## src/include/vec_cfg.svh

```systemverilog
// Vector coprocessor configuration of lane geometry, element width and register map
`ifndef VEC_CFG_SVH
`define VEC_CFG_SVH

// Lane geometry
// Element k of a vector lives in lane k mod 4, slot k div 4
`define VEC_NR_LANES       4
`define VEC_ELEMS_PER_LANE 4
`define VEC_NR_VREGS       8

// Datapath and bus widths
`define VEC_ELEM_WIDTH     32
`define VEC_WB_ADR_WIDTH   4

// Wishbone word addresses
`define VEC_ADR_INSN       4'd0
`define VEC_ADR_SCALAR     4'd1
`define VEC_ADR_RESULT     4'd2
`define VEC_ADR_STATUS     4'd3

`endif

```

## src/hdl/vec_pkg.sv

```systemverilog
// Vector coprocessor types shared by the dispatcher, the sequencer and the lanes
`include "vec_cfg.svh"

package vec_pkg;

  typedef logic [`VEC_ELEM_WIDTH-1:0]               elem_t;
  typedef logic [$clog2(`VEC_NR_VREGS)-1:0]         vreg_t;
  typedef logic [$clog2(`VEC_ELEMS_PER_LANE)-1:0]   slot_t;
  typedef logic [$clog2(`VEC_NR_LANES)-1:0]         lane_idx_t;

  typedef enum logic [3:0] {
    VADD    = 4'd0,
    VSUB    = 4'd1,
    VAND    = 4'd2,
    VOR     = 4'd3,
    VXOR    = 4'd4,
    VADDX   = 4'd5,  // vs2 + scalar
    VBCAST  = 4'd6,
    VINS    = 4'd7,
    VEXT    = 4'd8,
    VREDSUM = 4'd9
  } vec_op_e;

  typedef enum logic [1:0] {
    SEQ_IDLE    = 2'd0,
    SEQ_RUN     = 2'd1,
    SEQ_COMBINE = 2'd2
  } seq_state_e;

  // Instruction word as written to INSN with the MSB first
  typedef struct packed {
    logic [11:0] rsvd_hi;
    logic [3:0]  elem_idx;
    logic        rsvd_15;
    vreg_t       vs2;
    logic        rsvd_11;
    vreg_t       vs1;
    logic        rsvd_7;
    vreg_t       vd;
    vec_op_e     op;
  } vec_insn_t;

  typedef struct packed {
    vec_insn_t insn;
    elem_t     scalar;
  } vec_req_t;

  typedef struct packed {
    vec_op_e op;
    vreg_t   vd;
    vreg_t   vs1;
    vreg_t   vs2;
    elem_t   scalar;
    slot_t   slot;
  } lane_req_t;

  // Value is the extracted element or the partial sum
  typedef struct packed {
    logic  done;
    elem_t value;
  } lane_resp_t;

endpackage

```

## src/hdl/vec_dispatcher.sv

```systemverilog
// Wishbone classic slave front end that decodes the register map and issues instructions
`timescale 1ns/1ps
`include "vec_cfg.svh"

module vec_dispatcher import vec_pkg::*; (
  input  logic                         clk_i,
  input  logic                         rst_n_i,
  // Wishbone classic slave
  input  logic                         wb_cyc_i,
  input  logic                         wb_stb_i,
  input  logic                         wb_we_i,
  input  logic [`VEC_WB_ADR_WIDTH-1:0] wb_adr_i,
  input  logic [`VEC_ELEM_WIDTH-1:0]   wb_dat_i,
  output logic [`VEC_ELEM_WIDTH-1:0]   wb_dat_o,
  output logic                         wb_ack_o,
  // Sequencer request channel
  output vec_req_t                     req_o,
  output logic                         req_valid_o,
  input  logic                         req_ready_i,
  // Sequencer status
  input  logic                         busy_i,
  input  logic [`VEC_ELEM_WIDTH-1:0]   result_i
);

  logic     ack_q;
  logic     req_valid_q;
  elem_t    scalar_q;
  vec_req_t req_q;
  elem_t    dat_q;
  elem_t    rd_data;
  logic     acc_start;
  logic     insn_wr;
  logic     scalar_wr;

  // New access seen, not yet answered and no instruction pending
  assign acc_start = wb_cyc_i && wb_stb_i && !ack_q && !req_valid_q;
  assign insn_wr   = wb_we_i && (wb_adr_i == `VEC_ADR_INSN);
  assign scalar_wr = wb_we_i && (wb_adr_i == `VEC_ADR_SCALAR);

  ////////////////////////////////////////////////////////////
  // Register map read mux
  ////////////////////////////////////////////////////////////

  always_comb begin
    rd_data = '0;
    case (wb_adr_i)
      `VEC_ADR_SCALAR: rd_data = scalar_q;
      `VEC_ADR_RESULT: rd_data = result_i;
      `VEC_ADR_STATUS: rd_data = {{(`VEC_ELEM_WIDTH-1){1'b0}}, busy_i};
      default:         rd_data = '0;  // INSN and unmapped read as zero
    endcase
  end

  ////////////////////////////////////////////////////////////
  // Handshake control
  ////////////////////////////////////////////////////////////

  always_ff @(posedge clk_i) begin
    if (!rst_n_i) begin
      ack_q       <= 1'b0;
      req_valid_q <= 1'b0;
      scalar_q    <= '0;
    end else begin
      ack_q <= 1'b0;
      if (req_valid_q) begin
        // Bus cycle stays open until the sequencer takes the instruction
        if (req_ready_i) begin
          req_valid_q <= 1'b0;
          ack_q       <= 1'b1;
        end
      end else if (acc_start) begin
        if (insn_wr) begin
          req_valid_q <= 1'b1;
        end else begin
          ack_q <= 1'b1;
        end
        if (scalar_wr) begin
          scalar_q <= wb_dat_i;
        end
      end
    end
  end

  // Request payload and read data
  always_ff @(posedge clk_i) begin
    if (acc_start) begin
      dat_q <= rd_data;
      if (insn_wr) begin
        req_q.insn   <= vec_insn_t'(wb_dat_i);
        req_q.scalar <= scalar_q;
      end
    end
  end

  assign wb_ack_o    = ack_q;
  assign wb_dat_o    = dat_q;
  assign req_o       = req_q;
  assign req_valid_o = req_valid_q;

endmodule

```

## config.mk

```make
export PLATFORM = sky130hd
export DESIGN_NAME = vec_dispatcher
export DESIGN_NICKNAME = d
export VERILOG_FILES = /design/src/hdl/vec_pkg.sv /design/src/hdl/vec_dispatcher.sv
export VERILOG_INCLUDE_DIRS = /design/src /design/src/include
export SDC_FILE = /design/constraint.sdc
export NUM_CORES = 1
export LEC_CHECK = 0
export BUFFER_PORTS_ARGS = -buffer_cell sky130_fd_sc_hd__buf_2
export CORE_MARGIN = 2
export CORE_UTILIZATION = 45
export CTS_CLUSTER_SIZE = 16
export DETAILED_ROUTE_END_ITERATION = 12
export GPL_ROUTABILITY_DRIVEN = 0
export PLACE_DENSITY_LB_ADDON = 0.15
export SLEW_MARGIN = 20
export SYNTH_ARGS = -nofsm -noshare
export SYNTH_HDL_FRONTEND = slang
export SYNTH_SLANG_ARGS = --single-unit
```

## constraint.sdc

```tcl
create_clock -name clk_i -period 4.1 [get_ports clk_i]
set_input_delay 0.615 -clock clk_i [delete_from_list [all_inputs] [get_ports clk_i]]
set_output_delay 0.615 -clock clk_i [all_outputs]
set_load 0.02 [all_outputs]
```

==> flow_summary.yaml <==
critical_path:
  end_kind: "flop"
  regToRegStartpoint: "req_valid_o$_SDFF_PN0_"
  cp_max_fo: 65
  start_kind: "flop"
  cp_data_required_time_ps: 4210
  crit_type: "flop to flop"
  critPathLaunch: "req_valid_o$_SDFF_PN0_"
  arrival_ps: 2500
timing:
  grt_setup_unrepaired: "false"
  setup-tns-final_ps: 0
  holdWs_ps: 304
  worstMarginPinSlew_ps: 1000
  period_share_pct: 58.4
  finClkSkew_ps: 9.98
  finalSetupViolCount: 0
  slew_headroom_pct: 33.1
  slew_violations: 0
  max_freq_mhz: 418
  post-route-min-period_ps: 2390
  hold_violations: 0
routing:
  drt_iter0_drc: 105
  finalWirelength_mm: 9.97
  firstDrtPassIters: 4
  wl_per_cell_um: 16.2
  antenna_left: 0
  vias_per_cell: 4.88
  drc: 0
  vias: 3001
clock_network:
  cts_buffer_depth: 2
  htreeDepth: 4
  root_buffer: "clkbuf_8"
  cts_setup_buffers: 0
  path_clk_slew_ps: 60
  cts_resized: 0
  cts_buffers: 17
  cts_tree: "done"
  clk-insertion-delay-late_ps: 490
  cts_hold_buf: 0
  clock-sinks: 130
worst_hold_path:
  hold_start: "wb_dat_i[4]"
  hold_class: "input port to flop"
floorplan:
  start_util_pct: 46.7
  io_pins: 173
  core_area_um2: 9860
  fp.dieW_um: 105
  die_area_um2: 11100
  die_h_um: 105
  num_rows: 36
global_routing:
  grt_max_degree: 66
  overflow: 0
  grt.total_usage_pct: 18.2
  antenna_found_initial: 0
  grt_pass1_vias: 3024
  grt_first_pass_wirelength_mm: 15.2
logic_synthesis:
  synthFlopType: "edfxtp_1"
  async_flop_share_pct: 0
  synthCells: 290
  synth_seq_cells: 130
  synth.most_common_cell: "edfxtp_1"
  synth_edf_count: 96
  syn_nets: 365
  ys_seq_area_share_pct: 77.4
  yosysWarnings: 0
  yosysTopAreaCellShare_pct: 62.6
  avgSynthCellArea_um2: 15.9
  syn-cell-area_um2: 4600
  yosys-top-cells-count: "edfxtp_1 (96), nand2_1 (65), dfxtp_1 (34)"
  synth_top_area_cell: "edfxtp_1"
  yosysUniqueCellTypes: 22
  synth.area.top_cells: "edfxtp_1 (63%), dfxtp_1 (15%), mux2i_1 (7.0%)"
power_and_ir_drop:
  p_comb_share_pct: 4.3
  powerDensity_nw_per_um2: 491
  leakagePower_nw: 2.79
  p_int_mw: 2.41
  peakVddDrop_mv: 0.264
  seqPwrFrac_pct: 47.0
  clkPwrFrac_pct: 48.7
  switchingPower_mw: 0.638
  switching_share_pct: 21.0
final_layout:
  area_growth_pct: 34.7
  diodes: 0
  finalNetCount: 544
  finalNonFillerCells: 615
  final.fill_count: 813
  drive_gt1_share_pct: 44.4
status:
  status: "finished, final reports clean"
run:
  drv_cap: 0
placement:
  dp.cells: 583
  dp_hpwl_mm: 6.59
  port_buffers: 172
[sequential cells by signal, indices dropped and copies added, names as in the netlist]
name and cells:
scalar_q 32, req_o 64, req_valid_o 1, wb_ack_o 1
wb_dat_o 32
[area by class of cell]
class                           count  area, µm²  area share [%]
Clock inverter                     15        181            2.93
Tap cell                          133        166            2.69
Multi-Input combinational cell    143        973            15.7
Timing Repair Buffer              177        898            14.5
Clock buffer                       17        414            6.68
Sequential cell                   130       3560            57.5
[final timing paths]
| check | to | slack [ps] | cells after the start |
|---|---|---|---|
| setup reg to reg | req_o[49]$_DFFE_PP_ | 1710 | 2 |
| hold / removal | req_o[36]$_DFFE_PP_ | 300 | 1 |
| hold reg to reg | req_o[22]$_DFFE_PP_ | 460 | 0 |
| setup / recovery | req_o[49]$_DFFE_PP_ | 1710 | 2 |
[critical path, stage by stage, from the launching register on]
cell,delay [ps]
dfxtp_1,330
and4bb_2,650
and4b_4,990
[layer usage]
metal / vias to the layer above / part of all wire, % / global-route usage [%]
met1: 1421 / 42 / 22.9
li1: 1439 / - / -
met4: 0 / 1.2 / 7.43
met3: 8 / 9.1 / 7.36
met5: - / 0 / 0
met2: 133 / 48 / 28.1
[cells by family (layout without fill, tap and decap cells)]
| kind of cell | after synthesis | after routing | share of synthesized area [%] |
|---|---|---|---|
| AO/OA/AOI/OAI | 35 | 35 | 6.53 |
| flip-flops | 130 | 130 | 77.4 |
| multiplexers | 33 | 33 | 7.21 |
| AND/OR/NAND/NOR | 75 | 75 | 7.34 |
| buffers and inverters | 17 | 209 | 1.50 |
[cells in the final DEF, fill, tap and decap left out]
cell        count
a21boi_0        1
a21oi_1         1
a22o_1         31
and2_1          1
and3b_1         1
and4b_4         1
and4bb_2        1
buf_2         172
buf_4           5
bufinv_16       3
clkbuf_16      16
clkbuf_8        1
clkinv_2        3
clkinv_4        4
clkinvlp_4      2
dfxtp_1        34
edfxtp_1       96
inv_6           3
mux2_2          1
mux2i_1        32
nand2_1        65
nand2b_1        1
nand3_2         1
nor2b_1         1
nor3_1          2
nor4b_4         1
o21a_1          1
o41ai_1         1
[stage by stage]
step | util [%] | power [mW] | cell area [µm²] | setup slack [ps]
6_report | 62.8 | 3.04 | 6200 | 1710
5_1_grt | 62.8 | 3.14 | 6200 | 1570
4_1_cts | 62.8 | 3.07 | 6200 | 1660
3_5_place_dp | 56.8 | 1.59 | 5600 | 1310
3_3_place_gp | 56.8 | 1.59 | 5600 | 1390
2_1_floorplan | - | 1.52 | 4600 | 655
[power groups by stage]
stage | clock network (mW) | logic (mW) | registers [mW]
5_1_grt | 1.57 | 0.143 | 1.43
2_1_floorplan | 0 | 0.0359 | 1.48
3_3_place_gp | 0 | 0.131 | 1.46
4_1_cts | 1.51 | 0.133 | 1.43
3_5_place_dp | 0 | 0.133 | 1.46
6_report | 1.48 | 0.131 | 1.43
(Power assumes the default switching activity.)
