--- src/include/vec_cfg.svh ---
// Vector coprocessor configuration of lane geometry, element width and register map
`ifndef VEC_CFG_SVH
`define VEC_CFG_SVH

// Lane geometry
// Element k of a vector lives in lane k mod 4, slot k div 4
`define VEC_NR_LANES       4
`define VEC_ELEMS_PER_LANE 4
`define VEC_NR_VREGS       8

// Datapath and bus widths
`define VEC_ELEM_WIDTH     32
`define VEC_WB_ADR_WIDTH   4

// Wishbone word addresses
`define VEC_ADR_INSN       4'd0
`define VEC_ADR_SCALAR     4'd1
`define VEC_ADR_RESULT     4'd2
`define VEC_ADR_STATUS     4'd3

`endif

--- src/hdl/vec_pkg.sv ---
// Vector coprocessor types shared by the dispatcher, the sequencer and the lanes
`include "vec_cfg.svh"

package vec_pkg;

  typedef logic [`VEC_ELEM_WIDTH-1:0]               elem_t;
  typedef logic [$clog2(`VEC_NR_VREGS)-1:0]         vreg_t;
  typedef logic [$clog2(`VEC_ELEMS_PER_LANE)-1:0]   slot_t;
  typedef logic [$clog2(`VEC_NR_LANES)-1:0]         lane_idx_t;

  typedef enum logic [3:0] {
    VADD    = 4'd0,
    VSUB    = 4'd1,
    VAND    = 4'd2,
    VOR     = 4'd3,
    VXOR    = 4'd4,
    VADDX   = 4'd5,  // vs2 + scalar
    VBCAST  = 4'd6,
    VINS    = 4'd7,
    VEXT    = 4'd8,
    VREDSUM = 4'd9
  } vec_op_e;

  typedef enum logic [1:0] {
    SEQ_IDLE    = 2'd0,
    SEQ_RUN     = 2'd1,
    SEQ_COMBINE = 2'd2
  } seq_state_e;

  // Instruction word as written to INSN with the MSB first
  typedef struct packed {
    logic [11:0] rsvd_hi;
    logic [3:0]  elem_idx;
    logic        rsvd_15;
    vreg_t       vs2;
    logic        rsvd_11;
    vreg_t       vs1;
    logic        rsvd_7;
    vreg_t       vd;
    vec_op_e     op;
  } vec_insn_t;

  typedef struct packed {
    vec_insn_t insn;
    elem_t     scalar;
  } vec_req_t;

  typedef struct packed {
    vec_op_e op;
    vreg_t   vd;
    vreg_t   vs1;
    vreg_t   vs2;
    elem_t   scalar;
    slot_t   slot;
  } lane_req_t;

  // Value is the extracted element or the partial sum
  typedef struct packed {
    logic  done;
    elem_t value;
  } lane_resp_t;

endpackage

--- src/hdl/vec_sequencer.sv ---
// Single-instruction sequencer that broadcasts to the lanes and forms the scalar result
`timescale 1ns/1ps
`include "vec_cfg.svh"

module vec_sequencer import vec_pkg::*; (
  input  logic                           clk_i,
  input  logic                           rst_n_i,
  // Dispatcher side
  input  vec_req_t                       req_i,
  input  logic                           req_valid_i,
  output logic                           req_ready_o,
  output logic                           busy_o,
  output logic [`VEC_ELEM_WIDTH-1:0]     result_o,
  // Lane side
  output lane_req_t                      lane_req_o,
  output logic                           lane_start_o,
  output logic [`VEC_NR_LANES-1:0]       lane_sel_o,
  input  lane_resp_t [`VEC_NR_LANES-1:0] lane_resp_i
);

  localparam int unsigned LANE_W = $clog2(`VEC_NR_LANES);
  localparam int unsigned SLOT_W = $clog2(`VEC_ELEMS_PER_LANE);

  seq_state_e                 state_q;
  vec_op_e                    op_q;
  logic [`VEC_NR_LANES-1:0]   sel_q;
  elem_t                      result_q;
  logic                       accept;
  lane_idx_t                  req_lane;
  logic [`VEC_NR_LANES-1:0]   sel_dec;
  logic [`VEC_NR_LANES-1:0]   done_vec;
  logic                       all_done;
  elem_t                      ext_val;
  elem_t                      red_sum;

  assign req_ready_o = (state_q == SEQ_IDLE);
  assign accept      = req_valid_i && req_ready_o;
  assign busy_o      = (state_q != SEQ_IDLE);

  ////////////////////////////////////////////////////////////
  // Element index decode and broadcast
  ////////////////////////////////////////////////////////////

  // Low index bits pick the lane, high bits the slot
  assign req_lane = req_i.insn.elem_idx[LANE_W-1:0];

  always_comb begin
    sel_dec = '1;
    if (req_i.insn.op == VINS || req_i.insn.op == VEXT) begin
      sel_dec           = '0;
      sel_dec[req_lane] = 1'b1;
    end
  end

  // Lanes capture the request in the accept cycle
  assign lane_start_o      = accept;
  assign lane_sel_o        = sel_dec;
  assign lane_req_o.op     = req_i.insn.op;
  assign lane_req_o.vd     = req_i.insn.vd;
  assign lane_req_o.vs1    = req_i.insn.vs1;
  assign lane_req_o.vs2    = req_i.insn.vs2;
  assign lane_req_o.scalar = req_i.scalar;
  assign lane_req_o.slot   = req_i.insn.elem_idx[LANE_W +: SLOT_W];

  ////////////////////////////////////////////////////////////
  // Lane completion and result forming
  ////////////////////////////////////////////////////////////

  always_comb begin
    ext_val = '0;
    red_sum = '0;
    for (int i = 0; i < `VEC_NR_LANES; i++) begin
      done_vec[i] = lane_resp_i[i].done;
      if (sel_q[i]) begin
        ext_val = ext_val | lane_resp_i[i].value;
      end
      red_sum = red_sum + lane_resp_i[i].value;
    end
  end

  // Unselected lanes count as finished
  assign all_done = &(done_vec | ~sel_q);

  always_ff @(posedge clk_i) begin
    if (!rst_n_i) begin
      state_q  <= SEQ_IDLE;
      result_q <= '0;
    end else begin
      case (state_q)
        SEQ_IDLE: begin
          if (accept) begin
            state_q <= SEQ_RUN;
          end
        end
        SEQ_RUN: begin
          if (all_done) begin
            if (op_q == VREDSUM) begin
              state_q <= SEQ_COMBINE;
            end else begin
              state_q <= SEQ_IDLE;
              if (op_q == VEXT) begin
                result_q <= ext_val;
              end
            end
          end
        end
        SEQ_COMBINE: begin
          // Partial sums are settled one cycle after done
          result_q <= red_sum;
          state_q  <= SEQ_IDLE;
        end
        default: state_q <= SEQ_IDLE;
      endcase
    end
  end

  always_ff @(posedge clk_i) begin
    if (accept) begin
      op_q  <= req_i.insn.op;
      sel_q <= sel_dec;
    end
  end

  assign result_o = result_q;

endmodule

--- config.mk ---
export PLATFORM = sky130hd
export DESIGN_NAME = vec_sequencer
export DESIGN_NICKNAME = d
export VERILOG_FILES = /design/src/hdl/vec_pkg.sv /design/src/hdl/vec_sequencer.sv
export VERILOG_INCLUDE_DIRS = /design/src /design/src/include
export SDC_FILE = /design/constraint.sdc
export NUM_CORES = 1
export LEC_CHECK = 0
export ABC_AREA = 0
export BUFFER_PORTS_ARGS = -buffer_cell sky130_fd_sc_hd__buf_2
export CAP_MARGIN = 20
export CORE_MARGIN = 2
export CORE_UTILIZATION = 53
export DETAILED_ROUTE_END_ITERATION = 8
export PLACE_DENSITY_LB_ADDON = 0.1
export SLEW_MARGIN = 20
export SYNTH_ARGS = -nofsm -noshare
export SYNTH_HDL_FRONTEND = slang
export SYNTH_SLANG_ARGS = --single-unit
--- constraint.sdc ---
create_clock -name clk_i -period 9.6 [get_ports clk_i]
set_input_delay 1.92 -clock clk_i [delete_from_list [all_inputs] [get_ports clk_i]]
set_output_delay 1.92 -clock clk_i [all_outputs]
set_load 0.05 [all_outputs]
==> results of run 1 <==
metal layers:
layer	track usage (%)	vias up
met5	0	-
met4	7.398	0
met3	3.160	42
met2	47.11	245
met1	36.13	2781
li1	-	2836
stage by stage:
step	total power [µW]	cells	hold slack [ns]	setup WS [ns]
finish	1041	1051	0.5781	4.179
global route	1133	1051	0.6093	3.917
CTS	1039	1049	0.5779	4.189
detailed placement	848.2	1041	0.5593	3.894
global placement	839.9	1041	0.5527	3.927
floorplan	738.8	805	0.4965	4.416
cell type report:
cell class	instances	area, µm²
Multi-Input combinational cell	482	4110
Tap cell	143	178.9
Clock buffer	5	125.1
Sequential cell	42	920.9
Inverter	186	698.2
Antenna cell	1	2.502
Clock inverter	3	26.28
Fill cell	1085	4437
Timing Repair Buffer	189	968.4
cell families (layout without fill, tap and decap cells):
family / after synthesis / after routing / synth area share, %
buffers and inverters: 281 / 383 / 19.81
AO/OA/AOI/OAI: 220 / 220 / 24.49
AND/OR/NAND/NOR: 139 / 139 / 10.79
adder cells (fa/ha/maj): 93 / 93 / 26.00
flip-flops: 42 / 42 / 14.70
XOR/XNOR: 29 / 29 / 4.054
multiplexers: 1 / 1 / 0.1598
other: 0 / 1 / 0
power by group:
part	leakage (µW)	switching (µW)	total (µW)	internal [µW]
registers	0.000343	1.80	184	182
clock network	0.0000752	87.1	187	99.7
logic	0.00330	392	670	278
total	0.00372	481	1040	560
worst paths after layout:
check	cells past startpoint	start	slack, ns	endpoint
worst min-delay path	2	result_o[10]	0.58	result_o[10]
worst min register to register	2	result_o[10]	0.58	result_o[10]
worst max-delay path	16	lane_resp_i[1]	4.18	result_o[29]
worst max register to register	4	state_q[1]	7.01	result_o[27]
critical path: stages:
cell	delay [ns]
buf_2	0.09
inv_1	0.05
fa_1	0.55
fa_1	0.40
inv_1	0.06
ha_1	0.16
inv_1	0.06
fa_1	0.46
nor2b_1	0.19
o2111ai_1	0.14
nand2_1	0.18
a31oi_1	0.19
o41a_1	0.47
a31oi_2	0.33
mux2i_1	0.25
o21ai_1	0.07
sequential cells by signal, indices dropped and copies added (netlist names):
| signal | cells |
|---|---|
| result_o | 32 |
| op_q | 4 |
| sel_q | 4 |
| state_q | 2 |
placed cells by master, fill, tap and decap left out, types with 2 or more instances in the layout:
| cell type | count |
|---|---|
| a22oi_1 | 64 |
| a21o_1 | 19 |
| inv_6 | 3 |
| buf_2 | 183 |
| dfxtp_1 | 34 |
| nand4_1 | 13 |
| fa_1 | 62 |
| nor3_1 | 7 |
| a21boi_0 | 2 |
| nor2b_1 | 4 |
| o221ai_1 | 3 |
| o2111ai_1 | 2 |
| o21bai_1 | 6 |
| o22ai_1 | 10 |
| a211oi_1 | 3 |
| nand2_1 | 25 |
| o21ai_0 | 23 |
| a31oi_1 | 6 |
| ha_1 | 31 |
| xnor2_1 | 20 |
| clkbuf_16 | 5 |
| or3_1 | 2 |
| buf_4 | 5 |
| and2_1 | 3 |
| nand4b_1 | 2 |
| nand3_1 | 22 |
| xor2_1 | 9 |
| o21a_1 | 6 |
| inv_1 | 186 |
| a311oi_1 | 18 |
| nor2_1 | 50 |
| nand2b_1 | 2 |
| a21oi_1 | 45 |
| edfxtp_1 | 8 |
==> results.md, run 1 <==
- HPWL after DPL: 13180 µm
- Total number of yosys warnings: 0
- CTS Hold Bufs: 0
- ANT nets after route: 0
- Max_cap viols: 0
- Overflow after GRT: 0
- Worst-skew pair later-pin latency: 0.29 ns
- DRT iter0 DRCs: 414
- Vias in the first global route: 6121
- Cells after Synth: 805
- Area leader, netlist: fa_1
- Die Ht: 112.7 µm
- Register area share after synthesis: 14.70%
- DRC: 0
- Worst setup SP type: input port
- Final core utilization: 61.31%
- Post-Syn Nets: 1097
- WL met3: 1202 µm
- Post-synth top cells: inv_1 (186), a22oi_1 (64), fa_1 (62), nor2_1 (50), buf_4 (49)
- Post-DP Area: 6862 µm²
- Final #Nets: 1198
- Largest net degree at the start of global routing: 42
- Maximum vdd ir drop: 0.08482 mV
- Largest cells by area after synthesis: fa_1 (20%), inv_1 (11%), dfxtp_1 (11%)
- Final period util: 56.46%
- FF+latch count, synth: 42
- # IOs: 285
- Cts repair resizes: 0
- Detailed-router iteration count before antenna repair: 5
- Initial Utilization: 54.63%
- Post-Synthesis Cell Area: 6265 µm²
- EDFF count, synth: 8
- CTS buffer count: 5
- Fin crit period: 5.421 ns
- Die width: 112.7 µm
- Max Fanout on Critical Path: 3
- Worst-margin pin slew: 1.030 ns
- RSZ-0062 raised after global routing: false
- Met1 Wirelength: 7200 µm
- Primary FF master, synth: dfxtp_1
- Die footprint: 12710 µm²
- Postcts setup bufs: 0
- Fmax: 184.5 MHz
- Kind of critical path: input port to flip-flop
- GP Congestion: 0.9332
- Worst clock skew: 0.003854 ns
- Root buffer cell: clkbuf_16
- Leak: 0.003721 µW
- Syn avg cell area: 7.782 µm²
- All-Layer GR Usage: 27.16%
- Max Used Layer: met4
- Relative slew slack: 31.19%
- Buffers on Ports: 183
- Met2 Routed Length: 8336 µm
- Core Region: 11470 µm²
- CTS tree: done
- Most frequent cell after synthesis: inv_1
- Global-route wire length before repair: 28700 µm
- PD cells: 148.1 nW/µm²
- DR vias/cell: 5.618
- Clk sinks: 42
- Wirelength, routed: 17050 µm
- Status: complete, no violations
- Reg clk slew, reported paths: 0.07 ns
- Critical path data required time: 9.77 ns
- WL/cell: 16.22 µm
- Maximum clock path buffer count: 2
- Total negative slack: 0 ns
- Fin. Hold Viols: 0
- Worst Setup End Kind: flip-flop
- Final Max Slew Viols: 0
- Initial antenna violation count: 1
- Hold Path Class: flip-flop to flip-flop
- FFs w/ async S/R, synth: 0%
- Design Area, Final: 7030 µm²
- FP Rows: 39
- Total number of vias: 5904
- Layout cell share with drive strength beyond 1: 22.71%
- Final setup fails: 0
- H-tree Lvls: 2
- Synth top area share: 19.81%
- CP arrival: 5.59 ns
- Cell variety after synth: 55
- Area grow syn2layout: 12.22%
No activity file was read; power rests on OpenSTA's default activity.
==> run 2, diff against run 1 <==
- ABC_AREA: 0 -> 1
- CORE_UTILIZATION: 53 -> 46
- clock period: 9.6 -> 4.4 ns (I/O delays scaled with it)
==> run 2 against run 1 <==
Against the previous run: area after synthesis rose by 13%; clock power increased by 130%; clock skew grew 0.0050 ns; global-route usage barely moved; critical path depth increased by 1; combinational power grew 150%; largest cell class unchanged.
==> results.md, run 2 <==
- Pre-CTS WS: 0.3925 ns
- Most frequent cell after synthesis: nand2_1
- Worst Setup End Kind: flip-flop
- Total number of yosys warnings: 0
- Synth top area share: 17.52%
- CP most frequent cell: nand3_1
- Root buffer cell: clkbuf_16
- Fillers: 1596
- FF+latch count, synth: 42
- Die Ht: 128.1 µm
- Vias in the first global route: 6942
- Area grow syn2layout: 11.87%
- FP Rows: 45
- Worst clock skew: 0.008805 ns
- Worst-skew pair later-pin latency: 0.31 ns
- Total power: 2482 µW
- Global-route wire length before repair: 34680 µm
- Max_cap viols: 0
- Most common cell after layout, fill and taps aside: nand2_1
- FFs w/ async S/R, synth: 0%
- Die footprint: 16410 µm²
- Cell variety after synth: 41
- Largest net degree at the start of global routing: 38
- HPWL after DPL: 17680 µm
- GP Congestion: 0.9388
- Maximum vdd ir drop: 0.1926 mV
- Hold Path Class: flip-flop to flip-flop
- RSZ-0062 raised after global routing: false
- DRT iter0 DRCs: 435
- Slowest Stage Delay on Critical Path: 0.55 ns
- CTS buffer count: 5
- Slowest CP cell: fa_1
- Register area share after synthesis: 13.00%
- Fin. Hold Viols: 0
- Final WS setup: 0.6963 ns
- Kind of critical path: input port to flip-flop
- WL/cell: 15.12 µm
- DR vias/cell: 5.012
- Primary FF master, synth: dfxtp_1
- Final setup fails: 0
- Most frequent cells in the layout: nand2_1 (313), inv_1 (291), buf_2 (183), nor2_1 (83), fa_1 (62)
- Detailed-router iteration count before antenna repair: 4
- Crit path cell chain: buf_2, inv_1, fa_1, fa_1, inv_1, ha_1, inv_1, fa_1, inv_1, nand3_1, nand3_1, nand3_1, nand3_1, nand2_1, nand3_1, nand3_1, a21oi_1
- Max reg flops: 32
- # IOs: 285
- Cts repair resizes: 0
- Initial Utilization: 46.78%
- CTS Hold Bufs: 0
- Relative slew slack: 51.83%
- Total negative slack: 0 ns
- Post-Synthesis Cell Area: 7086 µm²
- Final #Nets: 1548
- Syn avg cell area: 6.248 µm²
- Maximum clock path buffer count: 2
- Overflow after GRT: 0
- DP Cell Count: 1437
- Final Max Slew Viols: 0
- Post-Syn Nets: 1426
- Fin crit period: 3.704 ns
- Max Fanout on Critical Path: 4
- Status: complete, no violations
- Clk sinks: 42
- Core Region: 15150 µm²
- Fmax: 270.0 MHz
- Worst setup SP type: input port
- CP arrival: 3.94 ns
- Wirelength, routed: 21850 µm
- Initial antenna violation count: 0
- DRC: 0
- Worst-margin pin slew: 0.7226 ns
- Total number of vias: 7242
- Leak: 0.004824 µW
- Post-synth top cells: nand2_1 (313), inv_1 (291), nor2_1 (83), fa_1 (62), a21oi_1 (54)
- Reg clk slew, reported paths: 0.07 ns
- PD cells: 313.1 nW/µm²
- Buffers on Ports: 183
- Critical path data required time: 4.64 ns
- All-Layer GR Usage: 27.17%
- Postcts setup bufs: 0
- Area leader, netlist: fa_1
- Layout cell share with drive strength beyond 1: 16.79%
- EDFF count, synth: 8
- CTS tree: done
- Final period util: 84.17%
- ANT nets after route: 0
- Largest cells by area after synthesis: fa_1 (18%), nand2_1 (17%), inv_1 (15%)
- ANT cells: 0
- Cells after Synth: 1134
- H-tree Lvls: 2
- Die width: 128.1 µm
- Layout Cells excl Fill: 1445
## run 2: changes by cell type after synthesis, sizes merged, moves of 21 or more
cell    delta
nor2      +36
inv      +110
a22oi     -63
nand2    +288
nand3     +24
o21ai     +26
clkbuf    -29
a41oi     +21
## run 2: path summary, 6_finish.rpt
check,cells after the start,startpoint,endpoint,slack (ns)
worst min-delay path,1,result_o[0],result_o[0],0.50
worst min register to register,1,result_o[0],result_o[0],0.50
worst max-delay path,17,lane_resp_i[1],result_o[29],0.70
worst max register to register,9,sel_q[0],result_o[13],2.21
## run 2: final cells by class
type / count / area, µm² / area share (%)
clock buffers: 5 / 125.1 / 1.579
clock inverters: 3 / 26.28 / 0.3315
inverters: 296 / 1114 / 14.05
multi-input cells: 722 / 4544 / 57.33
flip-flops and latches: 42 / 920.9 / 11.62
well taps: 188 / 235.2 / 2.968
repair buffers: 189 / 960.9 / 12.12
## run 2: cell families (layout without fill, tap and decap cells)
logic type / count (synthesis) / after routing / share of synthesized area, %
AND/OR/NAND/NOR: 462 / 462 / 26.31
adder cells (fa/ha/maj): 93 / 93 / 22.99
AO/OA/AOI/OAI: 155 / 155 / 13.28
XOR/XNOR: 12 / 12 / 1.483
flip-flops: 42 / 42 / 13.00
buffers and inverters: 370 / 493 / 22.94
## run 2: critical path, delay by kind of cell
family	cells	cell delay [ns]
adder cells (fa/ha/maj)	4	1.65
AO/OA/AOI/OAI	1	0.14
buffers and inverters	5	0.38
AND/OR/NAND/NOR	7	0.88
## run 2: power breakdown
| part | switching [µW] | total (µW) | internal, µW |
|---|---|---|---|
| combinational | 1080 | 1650 | 573 |
| sequential | 7.10 | 412 | 405 |
| clock | 203 | 421 | 218 |
## run 2: through the flow
step | hold slack (ns) | cell area, µm² | util (%)
2_1_floorplan | 0.5714 | 7086 | -
3_3_place_gp | 0.4803 | 7775 | 51.33
3_5_place_dp | 0.4815 | 7775 | 51.33
4_1_cts | 0.4988 | 7926 | 52.33
5_1_grt | 0.5159 | 7926 | 52.33
6_report | 0.4960 | 7926 | 52.33
## run 2: metal layers
metal  wire, µm  global-route usage, %  up-vias
met5          0                      0        -
met4        303                  6.076        0
met3       1637                  5.050       26
met2       9466                  43.10      233
met1      10450                  38.59     3359
li1           -                      -     3624
